--- config.mk ---
export PLATFORM = sky130hd
export DESIGN_NAME = game_top
export DESIGN_NICKNAME = d
export VERILOG_FILES = /design/src/verilog/game_pkg.sv /design/src/verilog/mouse_click_capture.sv /design/src/verilog/area_hit_detect.sv /design/src/verilog/target_placer.sv /design/src/verilog/score_timer.sv /design/src/verilog/game_control_fsm.sv /design/src/verilog/game_top.sv
export SDC_FILE = /design/constraint.sdc
export NUM_CORES = 1
export LEC_CHECK = 0
export BUFFER_PORTS_ARGS = -buffer_cell sky130_fd_sc_hd__buf_2
export CAP_MARGIN = 20
export CORE_MARGIN = 3
export CORE_UTILIZATION = 30
export CTS_CLUSTER_SIZE = 8
export DETAILED_ROUTE_END_ITERATION = 6
export PLACE_DENSITY = 0.47
export SYNTH_ARGS = -nofsm -noshare
export SYNTH_HDL_FRONTEND = slang
export SYNTH_SLANG_ARGS = --single-unit
--- constraint.sdc ---
create_clock -name clk -period 5.3 [get_ports clk]
set_clock_uncertainty 0.1 [all_clocks]
set_input_delay 1.06 -clock clk [delete_from_list [all_inputs] [get_ports clk]]
set_output_delay 1.06 -clock clk [all_outputs]
set_load 0.01 [all_outputs]
--- src/verilog/game_pkg.sv ---
// Game package with FSM states, screen geometry, target size and game limits
`default_nettype none

package game_pkg;

    // Control FSM states
    typedef enum logic [1:0] {
        START_SCREEN = 2'b00,
        GAME_RUNNING = 2'b01,
        GAME_OVER    = 2'b10
    } game_state_t;

    localparam int COORD_W = 12;                        // Any x or y position
    localparam logic [COORD_W-1:0] SCREEN_W = 12'd800;  // Visible playfield
    localparam logic [COORD_W-1:0] SCREEN_H = 12'd600;

    // Start button box, lower edge inclusive, upper edge exclusive
    localparam logic [COORD_W-1:0] START_BTN_X = 12'd350;
    localparam logic [COORD_W-1:0] START_BTN_Y = 12'd280;
    localparam logic [COORD_W-1:0] START_BTN_W = 12'd100;
    localparam logic [COORD_W-1:0] START_BTN_H = 12'd40;

    // Square target, anchored at its top-left corner
    localparam logic [COORD_W-1:0] TARGET_SIZE    = 12'd32;
    localparam logic [COORD_W-1:0] TARGET_RESET_X = 12'd100;
    localparam logic [COORD_W-1:0] TARGET_RESET_Y = 12'd100;
    // Count of legal top-left positions per axis
    localparam logic [COORD_W-1:0] TARGET_SPAN_X = SCREEN_W - TARGET_SIZE + 12'd1;
    localparam logic [COORD_W-1:0] TARGET_SPAN_Y = SCREEN_H - TARGET_SIZE + 12'd1;
    localparam int RAND_W = 10;                         // Raw random bits per axis

    localparam int SCORE_W = 4;
    localparam logic [SCORE_W-1:0] WIN_SCORE = 4'd5;    // Hits needed to win
    localparam int TIME_W = 8;
    localparam logic [TIME_W-1:0] GAME_TIME_TICKS = 8'd20;  // Frames per game

    localparam int LFSR_W = 16;
    localparam logic [LFSR_W-1:0] LFSR_SEED = 16'hACE1;

endpackage

`default_nettype wire

--- src/verilog/mouse_click_capture.sv ---
// Mouse click capture that acknowledges four-phase requests, latches coordinates and pulses a click
`timescale 1ns/1ns
`default_nettype none

module mouse_click_capture import game_pkg::*; (
    input  logic               clk,
    input  logic               rst,
    input  logic               mouse_req,
    input  logic [COORD_W-1:0] click_x,
    input  logic [COORD_W-1:0] click_y,
    output logic               mouse_ack,
    output logic               click_valid,
    output logic [COORD_W-1:0] pos_x,
    output logic [COORD_W-1:0] pos_y
);

    logic req_new;   // Request seen but not yet acknowledged

    assign req_new = mouse_req && !mouse_ack;

    // Ack simply follows req one edge later
    always_ff @(posedge clk) begin
        if (rst) begin
            mouse_ack   <= 1'b0;
            click_valid <= 1'b0;
        end else begin
            mouse_ack   <= mouse_req;
            click_valid <= req_new;     // One pulse per handshake
        end
    end

    // Coordinates held stable by sender while req high
    always_ff @(posedge clk) begin
        if (req_new) begin
            pos_x <= click_x;
            pos_y <= click_y;
        end
    end

    // Four-phase rule seen from our side
    ack_needs_req: assert property (
        @(posedge clk) disable iff (rst)
        $rose(mouse_ack) |-> $past(mouse_req)
    );

endmodule

`default_nettype wire

--- src/verilog/area_hit_detect.sv ---
// Hit detector, tests a click against the start button and the target square
`timescale 1ns/1ns
`default_nettype none

module area_hit_detect import game_pkg::*; (
    input  logic [COORD_W-1:0] pos_x,
    input  logic [COORD_W-1:0] pos_y,
    input  logic [COORD_W-1:0] target_x,
    input  logic [COORD_W-1:0] target_y,
    output logic               start_hit,
    output logic               target_hit
);

    // One extra bit so the right edge never wraps
    logic [COORD_W:0] target_x_end;
    logic [COORD_W:0] target_y_end;
    logic             start_in_x;
    logic             start_in_y;
    logic             target_in_x;
    logic             target_in_y;

    assign target_x_end = {1'b0, target_x} + {1'b0, TARGET_SIZE};
    assign target_y_end = {1'b0, target_y} + {1'b0, TARGET_SIZE};

    // Fixed button box
    assign start_in_x = (pos_x >= START_BTN_X) && (pos_x < START_BTN_X + START_BTN_W);
    assign start_in_y = (pos_y >= START_BTN_Y) && (pos_y < START_BTN_Y + START_BTN_H);

    // Moving target, exclusive far edge
    assign target_in_x = (pos_x >= target_x) && ({1'b0, pos_x} < target_x_end);
    assign target_in_y = (pos_y >= target_y) && ({1'b0, pos_y} < target_y_end);

    assign start_hit  = start_in_x && start_in_y;
    assign target_hit = target_in_x && target_in_y;

endmodule

`default_nettype wire

--- src/verilog/target_placer.sv ---
// Target placer, moves the target square to an LFSR-chosen spot inside the playfield
`timescale 1ns/1ns
`default_nettype none

module target_placer import game_pkg::*; (
    input  logic               clk,
    input  logic               rst,
    input  logic               game_start,
    input  logic               score_pulse,
    output logic [COORD_W-1:0] target_x,
    output logic [COORD_W-1:0] target_y
);

    logic [LFSR_W-1:0]  lfsr;
    logic               feedback;
    logic [COORD_W-1:0] raw_x;
    logic [COORD_W-1:0] raw_y;
    logic [COORD_W-1:0] next_x;
    logic [COORD_W-1:0] next_y;

    // Taps 16,14,13,11, maximal length
    assign feedback = lfsr[15] ^ lfsr[13] ^ lfsr[12] ^ lfsr[10];

    always_ff @(posedge clk) begin
        if (rst) begin
            lfsr <= LFSR_SEED;
        end else begin
            lfsr <= {lfsr[LFSR_W-2:0], feedback};   // Free running
        end
    end

    // Ten bits per axis, y slice rotated off the x slice
    assign raw_x = {{(COORD_W-RAND_W){1'b0}}, lfsr[RAND_W-1:0]};
    assign raw_y = {{(COORD_W-RAND_W){1'b0}}, lfsr[3:0], lfsr[15:10]};

    // Raw value below twice the span, one subtract is enough
    assign next_x = (raw_x >= TARGET_SPAN_X) ? raw_x - TARGET_SPAN_X : raw_x;
    assign next_y = (raw_y >= TARGET_SPAN_Y) ? raw_y - TARGET_SPAN_Y : raw_y;

    always_ff @(posedge clk) begin
        if (rst) begin
            target_x <= TARGET_RESET_X;
            target_y <= TARGET_RESET_Y;
        end else if (game_start || score_pulse) begin
            target_x <= next_x;     // Whole square stays on screen
            target_y <= next_y;
        end
    end

endmodule

`default_nettype wire

--- src/verilog/score_timer.sv ---
// Score and timer block that counts target hits and frame ticks and flags a finished game
`timescale 1ns/1ns
`default_nettype none

module score_timer import game_pkg::*; (
    input  logic               clk,
    input  logic               rst,
    input  logic               game_start,
    input  logic               score_pulse,
    input  logic               game_enable,
    input  logic               frame_tick,
    output logic [SCORE_W-1:0] score,
    output logic [TIME_W-1:0]  time_left,
    output logic               game_finished
);

    logic tick_count;   // Tick that actually lowers the timer

    assign tick_count = game_enable && frame_tick && (time_left != '0);

    always_ff @(posedge clk) begin
        if (rst) begin
            score     <= '0;
            time_left <= '0;
        end else if (game_start) begin
            score     <= '0;
            time_left <= GAME_TIME_TICKS;   // Fresh countdown
        end else begin
            if (score_pulse) begin
                score <= score + 1'b1;
            end
            if (tick_count) begin
                time_left <= time_left - 1'b1;
            end
        end
    end

    // Time out or goal reached
    assign game_finished = (time_left == '0) || (score == WIN_SCORE);

    // FSM must stop scoring once the goal flag is up
    score_capped: assert property (
        @(posedge clk) disable iff (rst)
        score <= WIN_SCORE
    );

endmodule

`default_nettype wire

--- src/verilog/game_control_fsm.sv ---
// Game control FSM that steps through start screen, running game and game over
`timescale 1ns/1ns
`default_nettype none

module game_control_fsm import game_pkg::*; (
    input  logic clk,
    input  logic rst,
    input  logic click_valid,
    input  logic start_hit,
    input  logic target_hit,
    input  logic game_finished,
    output logic start_screen_enable,
    output logic game_enable,
    output logic game_end_enable,
    output logic game_start,
    output logic score_pulse
);

    game_state_t state;
    game_state_t next_state;
    logic        start_click;
    logic        score_click;
    logic        running_done;

    // Timer still stale in the game_start cycle so its finish is ignored there
    assign running_done = game_finished && !game_start;

    assign start_click = (state == START_SCREEN) && click_valid && start_hit;
    assign score_click = (state == GAME_RUNNING) && click_valid && target_hit
                         && !running_done;

    always_comb begin
        next_state = state;
        case (state)
            START_SCREEN: begin
                if (start_click) begin
                    next_state = GAME_RUNNING;
                end
            end
            GAME_RUNNING: begin
                if (running_done) begin
                    next_state = GAME_OVER;     // Out of time or goal reached
                end
            end
            GAME_OVER: begin
                if (click_valid) begin
                    next_state = START_SCREEN;  // Any click anywhere
                end
            end
            default: next_state = START_SCREEN;
        endcase
    end

    // Enables registered from next state to stay in step with state
    always_ff @(posedge clk) begin
        if (rst) begin
            state               <= START_SCREEN;
            start_screen_enable <= 1'b1;
            game_enable         <= 1'b0;
            game_end_enable     <= 1'b0;
            game_start          <= 1'b0;
            score_pulse         <= 1'b0;
        end else begin
            state               <= next_state;
            start_screen_enable <= (next_state == START_SCREEN);
            game_enable         <= (next_state == GAME_RUNNING);
            game_end_enable     <= (next_state == GAME_OVER);
            game_start          <= start_click;     // Single cycle
            score_pulse         <= score_click;     // Single cycle
        end
    end

    // Exactly one screen active
    enables_onehot: assert property (
        @(posedge clk) disable iff (rst)
        $onehot({start_screen_enable, game_enable, game_end_enable})
    );

endmodule

`default_nettype wire

--- src/verilog/game_top.sv ---
// Game control top, joins click capture, hit detect, target placer, score timer and FSM
`timescale 1ns/1ns
`default_nettype none

module game_top import game_pkg::*; (
    input  logic               clk,
    input  logic               rst,
    input  logic               mouse_req,
    input  logic [COORD_W-1:0] click_x,
    input  logic [COORD_W-1:0] click_y,
    input  logic               frame_tick,
    output logic               mouse_ack,
    output logic               start_screen_enable,
    output logic               game_enable,
    output logic               game_end_enable,
    output logic [SCORE_W-1:0] score,
    output logic [TIME_W-1:0]  time_left,
    output logic [COORD_W-1:0] target_x,
    output logic [COORD_W-1:0] target_y
);

    logic               click_valid;
    logic [COORD_W-1:0] pos_x;      // Latched click position
    logic [COORD_W-1:0] pos_y;
    logic               start_hit;
    logic               target_hit;
    logic               game_finished;
    logic               game_start;
    logic               score_pulse;

    mouse_click_capture u_capture (
        .clk         (clk),
        .rst         (rst),
        .mouse_req   (mouse_req),
        .click_x     (click_x),
        .click_y     (click_y),
        .mouse_ack   (mouse_ack),
        .click_valid (click_valid),
        .pos_x       (pos_x),
        .pos_y       (pos_y)
    );

    area_hit_detect u_hit (
        .pos_x      (pos_x),
        .pos_y      (pos_y),
        .target_x   (target_x),
        .target_y   (target_y),
        .start_hit  (start_hit),
        .target_hit (target_hit)
    );

    target_placer u_placer (
        .clk         (clk),
        .rst         (rst),
        .game_start  (game_start),
        .score_pulse (score_pulse),
        .target_x    (target_x),
        .target_y    (target_y)
    );

    score_timer u_score (
        .clk           (clk),
        .rst           (rst),
        .game_start    (game_start),
        .score_pulse   (score_pulse),
        .game_enable   (game_enable),
        .frame_tick    (frame_tick),
        .score         (score),
        .time_left     (time_left),
        .game_finished (game_finished)
    );

    game_control_fsm u_fsm (
        .clk                 (clk),
        .rst                 (rst),
        .click_valid         (click_valid),
        .start_hit           (start_hit),
        .target_hit          (target_hit),
        .game_finished       (game_finished),
        .start_screen_enable (start_screen_enable),
        .game_enable         (game_enable),
        .game_end_enable     (game_end_enable),
        .game_start          (game_start),
        .score_pulse         (score_pulse)
    );

endmodule

`default_nettype wire

==> flow_metrics.py, run 1 <==
metrics = {
    "pwr": {
        "power.net_switching_uw": 333.0,
        "pwr-share-clk_pct": 44.3,
        "p_int_mw": 1.107,
        "combinationalPowerShare_pct": 7.1,
        "p_leak_nw": 2.138,
        "max-vdd-ir-drop_uv": 159.3,
        "power.density_cell_area_mw_per_mm2": 275.9,
        "swShare_pct": 23.13,
        "p_seq_share_pct": 48.5,
    },
    "clock_tree": {
        "ctsHoldBuffers": 0,
        "cts_buffers": 9,
        "h-tree-depth": 3,
        "post_cts_resized": 0,
        "clock_latency_ns": 0.35,
        "cts_tree": "yes",
        "cts_sinks": 83,
        "post_cts_buffers": 0,
        "ctsLongestPathBuffers": 2,
        "cts_root_buffer": "clkbuf_16",
        "clk_pin_slew_ns": 0.06,
    },
    "logic_synthesis": {
        "synth_top_area_cell": "dfxtp_1",
        "synth_warnings": 0,
        "synth_top_area_share_pct": 26.78,
        "synthCells": 470,
        "synthFlopType": "dfxtp_1",
        "ys_types": 48,
        "syn_nets": 546,
        "synth_edf_count": 24,
        "synth_area_leaders": "dfxtp_1 27%, edfxtp_1 16%, ha_1 14%",
        "netlist_area_mm2": 0.004410,
        "synth.avg_cell_area_um2": 9.384,
        "ys_ff_latch": 83,
        "seq_area_frac_synth_pct": 43.12,
        "synth-async-reset-ratio_pct": 0,
    },
    "run_status": {
        "status": "complete, no violations",
    },
    "setup_path": {
        "cp.required_ns": 5.44,
        "worstPathMaxFanout": 5,
        "crit_path_start_kind": "register",
        "cp-end-kind": "register",
        "critical_path_class": "reg2reg",
        "r2r_cells": 5,
        "cp.arrival_ns": 2.61,
    },
    "cells_and_area": {
        "final_nets": 609,
        "fillers": 1453,
        "utilization_pct": 36.87,
        "syn_to_final_growth_pct": 18.30,
        "layout-drive-gt1-share_pct": 18.59,
        "n_antenna_cell": 0,
    },
    "place": {
        "dpl.hpwl_um": 7984,
        "port_buffers": 67,
        "place.gp.congestion": 0.8130,
    },
    "min_path": {
        "min_path_type": "reg2reg",
        "hold_depth": 2,
    },
    "floorplan": {
        "start_util_pct": 31.17,
        "die_area_mm2": 0.01619,
        "die_h_um": 127.3,
        "core_mm2": 0.01415,
        "rows": 43,
        "num_io_pins": 68,
        "die_x_um": 127.3,
    },
    "timing": {
        "finalSetupTns_ns": 0,
        "max_freq_mhz": 404.1,
        "min_period_over_period_pct": 46.69,
        "rsz0062_at_grt": "no",
        "setup_viol": 0,
        "slew_violations": 0,
        "maxSlewHeadroom_pct": 45.41,
        "worst_pin_slew_ns": 0.8189,
        "timing.final.crit_period_ns": 2.475,
        "hold_viol": 0,
    },
    "grt": {
        "track_usage_pct": 14.06,
        "antenna_found_initial": 0,
        "grt-ovfl-total": 0,
        "grt_max_degree": 52,
        "grt_first_pass_wirelength_um": 17810,
        "first_global_vias": 3511,
    },
    "detailed_routing": {
        "drc": 0,
        "drtIter0Drc": 119,
        "drt-total-wl_um": 10600,
        "via_per_inst": 4.852,
        "post_drt_wl_per_cell_um": 14.76,
        "dr.pass1.iters": 5,
        "ant_nets": 0,
        "num_vias": 3484,
    },
    "run": {
        "drv_cap": 0,
    },
}
placed cells by master, fill, tap and decap left out, drive strengths merged, types with 12 or more instances in the layout:
master,n
ha,48
inv,40
edfxtp,24
a211oi,12
nor2,44
buf,69
xnor2,14
a21oi,38
nand2,25
nor3,13
or2,12
nand3,17
xor2,16
clkbuf,14
dfxtp,59
o21ai,15
metrics by stage:
stage	cell area [µm²]	hold WS, ns	instances	setup WS (ns)	total power, mW
finish	5218	0.3917	718	2.825	1.440
global route	5218	0.4104	718	2.651	1.510
global placement	4902	0.3806	701	2.777	0.8139
detailed placement	4902	0.3658	701	2.737	0.8149
CTS	5210	0.3856	717	2.799	1.467
floorplan	4410	0.3399	470	2.606	0.7789
kinds of logic after synthesis:
family                   after synthesis  synth area share (%)
adder cells (fa/ha/maj)               48                 13.62
flip-flops                            83                 43.12
AO/OA/AOI/OAI                         90                 12.65
buffers and inverters                 55                 5.021
XOR/XNOR                              30                 5.957
AND/OR/NAND/NOR                      164                 19.63
power by group through the flow:
stage | clock [mW] | sequential (mW) | combinational (mW)
after floorplan | 0 | 0.703 | 0.0760
after global placement | 0 | 0.713 | 0.101
after detailed placement | 0 | 0.712 | 0.103
after CTS | 0.664 | 0.699 | 0.104
after global routing | 0.689 | 0.702 | 0.119
final | 0.638 | 0.699 | 0.102
cells in the mapped netlist, drive strengths merged, types with 6 or more instances:
cell / count
nand4: 7
o21ai: 15
nand2: 25
nand3: 17
edfxtp: 24
nand2b: 6
inv: 38
nor2: 44
a21oi: 38
nor2b: 11
or2: 12
ha: 48
xnor2: 14
dfxtp: 59
nor3: 13
a211oi: 12
clkbuf: 14
xor2: 16
layout make-up:
cell class	count	area [µm²]	share of cell area, %
multi-input combinational	332	2290	43.89
sequential	83	1902	36.45
timing repair buffer	69	350.3	6.715
clock buffer	14	295.3	5.659
tap	180	225.2	4.317
inverter	38	142.6	2.734
clock inverter	2	12.51	0.2398
flip-flops by register name (all words and copies together), names as in the netlist:
name and cells:
u_placer.lfsr 16, u_capture.pos_x 12, u_capture.pos_y 12, u_placer.target_x 11
u_placer.target_y 11, u_score.time_left 8, u_score.score 4, u_fsm.state 2
u_capture.click_valid 1, u_capture.mouse_ack 1, u_fsm.game_enable 1, u_fsm.game_end_enable 1
u_fsm.game_start 1, u_fsm.score_pulse 1, u_fsm.start_screen_enable 1
critical path, stage by stage, from the launching register on:
cell     delay, ns
dfxtp_1       0.34
or4_1         0.56
or4b_1        0.58
a21oi_1       0.36
nor3_1        0.10
or2_2         0.32
final timing paths:
path | start | endpoint | slack (ns)
setup / recovery | u_score.time_left[2] | u_fsm.state[0] | 2.83
hold / removal | u_placer.target_x[1] | u_placer.target_x[1] | 0.39
setup reg to reg | u_score.time_left[2] | u_fsm.state[0] | 2.83
hold reg to reg | u_placer.target_x[1] | u_placer.target_x[1] | 0.39
routing by layer:
layer,GRT usage (%),part of all wire [%],vias to the layer above
met5,0,0,-
met2,21.67,44,72
li1,-,-,1780
met4,5.110,1.9,0
met3,4.891,6.2,15
met1,18.27,48,1617
Note: power is estimated with default switching activity, not from simulation.
==> run 2: changes to the inputs <==
- ABC_AREA: unset -> 1
- PLACE_DENSITY: 0.47 -> 0.46
- clock period: 5.3 -> 2.4 ns (I/O delays scaled with it)
==> flow_metrics.py, run 2 <==
metrics = {
    "run_status": {
        "status": "complete, no violations",
    },
    "floorplan": {
        "die_area_mm2": 0.01771,
        "start_util_pct": 31.30,
        "num_io_pins": 68,
        "rows": 45,
        "die_x_um": 133.1,
        "die_h_um": 133.1,
        "core_mm2": 0.01548,
    },
    "detailed_routing": {
        "ant_nets": 0,
        "dr.pass1.iters": 4,
        "via_per_inst": 4.494,
        "post_drt_wl_per_cell_um": 13.09,
        "drt-total-wl_um": 12180,
        "num_vias": 4179,
        "drc": 0,
        "drtIter0Drc": 251,
    },
    "timing": {
        "timing.final.crit_period_ns": 2.105,
        "rsz0062_at_grt": "no",
        "min_period_over_period_pct": 87.69,
        "max_freq_mhz": 475.2,
        "maxSlewHeadroom_pct": 66.06,
        "whs_ns": 0.2033,
        "worst_pin_slew_ns": 0.5086,
        "slew_violations": 0,
        "setup_viol": 0,
        "finalSetupTns_ns": 0,
        "hold_viol": 0,
    },
    "logic_synthesis": {
        "synth_warnings": 0,
        "synth_top_area_share_pct": 24.37,
        "synth_area_leaders": "dfxtp_1 24%, edfxtp_1 15%, ha_1 12%",
        "synth.avg_cell_area_um2": 7.513,
        "synth_edf_count": 24,
        "netlist_area_mm2": 0.004846,
        "seq_area_frac_synth_pct": 39.25,
        "syn_nets": 721,
        "ys_types": 38,
        "synth-async-reset-ratio_pct": 0,
        "synthCells": 645,
        "synth_top_area_cell": "dfxtp_1",
        "ys_ff_latch": 83,
        "synthFlopType": "dfxtp_1",
        "netlist_top_cells_count": "153 x nand2_1, 100 x inv_1, 63 x nor2_1",
        "yosysMostFrequentCell": "nand2_1",
    },
    "place": {
        "port_buffers": 67,
        "dpl.hpwl_um": 9514,
        "dpl-instance-area_mm2": 0.005399,
        "dp_cells": 914,
        "place.gp.congestion": 0.8411,
    },
    "pwr": {
        "p_int_mw": 2.361,
        "combinationalPowerShare_pct": 8.9,
        "pwr-share-clk_pct": 42.4,
        "swShare_pct": 25.27,
        "p_leak_nw": 2.711,
        "p_seq_share_pct": 48.7,
        "max-vdd-ir-drop_uv": 346.7,
        "power.net_switching_uw": 798.4,
        "power_mw": 3.159,
        "power.density_cell_area_mw_per_mm2": 555.9,
    },
    "clock_tree": {
        "clock_latency_ns": 0.35,
        "cts_tree": "yes",
        "h-tree-depth": 3,
        "post_cts_resized": 0,
        "cts_buffers": 9,
        "post_cts_buffers": 0,
        "ctsLongestPathBuffers": 2,
        "ctsHoldBuffers": 0,
        "clk_pin_slew_ns": 0.06,
        "cts_root_buffer": "clkbuf_16",
        "cts_sinks": 83,
    },
    "grt": {
        "grt_max_degree": 28,
        "antenna_found_initial": 0,
        "first_global_vias": 4092,
        "track_usage_pct": 14.51,
        "grt-ovfl-total": 0,
        "grt_first_pass_wirelength_um": 20790,
    },
    "setup_path": {
        "cp_common_cell": "nor2_1",
        "cp_top_family": "simple AND/OR/NAND/NOR gates",
        "crit_buf_inv": 1,
        "cp.required_ns": 2.54,
        "slowest_stage": "or3b_2",
        "cp-end-kind": "register",
        "cpPeakStageDelay_ns": 0.43,
        "worstPathMaxFanout": 5,
        "crit_path_start_kind": "register",
        "crit_chain": "inv_1, nor2_1, xor2_1, ha_1, nand2_1, or3b_2, nor2_1, nor2_1, nand2_1, nor2_1",
        "cp.arrival_ns": 2.25,
        "critical_path_class": "reg2reg",
    },
    "cells_and_area": {
        "final_nets": 790,
        "final_area_mm2": 0.005683,
        "layout-drive-gt1-share_pct": 14.60,
        "layout_common_cells": "153 x nand2_1, 100 x inv_1, 67 x buf_2",
        "mostFrequentLayoutCell": "nand2_1",
        "fin_cells": 930,
        "top_regs": "u_placer.lfsr (16), u_capture.pos_x (12), u_capture.pos_y (12)",
        "syn_to_final_growth_pct": 17.27,
        "regMostFlops": "u_placer.lfsr",
        "fillers": 1658,
        "largest_reg_flops": 16,
        "n_antenna_cell": 0,
    },
    "run": {
        "drv_cap": 0,
    },
    "min_path": {
        "min_path_type": "in2reg",
    },
}
[run 2: stage by stage]
stage	util, %	setup WS (ns)
2_1_floorplan	-	0.3394
3_3_place_gp	34.87	0.3955
3_5_place_dp	34.87	0.2962
4_1_cts	36.69	0.2893
5_1_grt	36.70	0.1201
6_report	36.70	0.2954
[run 2: path summary, 6_finish.rpt]
kind / start / endpoint / slack (ns) / cells after the start
setup / recovery: u_placer.target_y[5] / u_fsm.score_pulse / 0.30 / 10
setup reg to reg: u_placer.target_y[5] / u_fsm.score_pulse / 0.30 / 10
hold reg to reg: u_placer.lfsr[7] / u_placer.lfsr[8] / 0.34 / 2
hold / removal: click_x[8] / u_capture.pos_x[8] / 0.20 / 1
[run 2: logic make-up after synthesis]
| kind of cell | synth area share [%] |
|---|---|
| adder cells (fa/ha/maj) | 12.39 |
| AND/OR/NAND/NOR | 26.23 |
| flip-flops | 39.25 |
| XOR/XNOR | 2.892 |
| AO/OA/AOI/OAI | 9.554 |
| buffers and inverters | 9.682 |
[run 2: power groups by stage]
| stage | logic, mW | clock network [mW] | registers (mW) |
|---|---|---|---|
| CTS | 0.282 | 1.39 | 1.54 |
| floorplan | 0.208 | 0 | 1.55 |
| global placement | 0.276 | 0 | 1.57 |
| finish | 0.281 | 1.34 | 1.54 |
| detailed placement | 0.280 | 0 | 1.57 |
| global route | 0.330 | 1.45 | 1.55 |
[run 2: layout make-up]
cell class | instances | area [µm²] | area share, %
tap | 211 | 264.0 | 4.646
inverter | 104 | 390.4 | 6.869
timing repair buffer | 71 | 365.4 | 6.429
clock inverter | 4 | 23.77 | 0.4183
multi-input combinational | 445 | 2480 | 43.64
clock buffer | 12 | 257.7 | 4.535
sequential | 83 | 1902 | 33.47
[run 2: layer usage]
metal | vias up | routed length (µm) | global-route usage [%] | share of wire (%)
li1 | 2213 | - | - | -
met1 | 1882 | 6105 | 19.80 | 50
met2 | 76 | 5344 | 22.60 | 44
met3 | 8 | 614 | 4.532 | 5.0
met4 | 0 | 111 | 3.314 | 0.91
met5 | - | 0 | 0 | 0
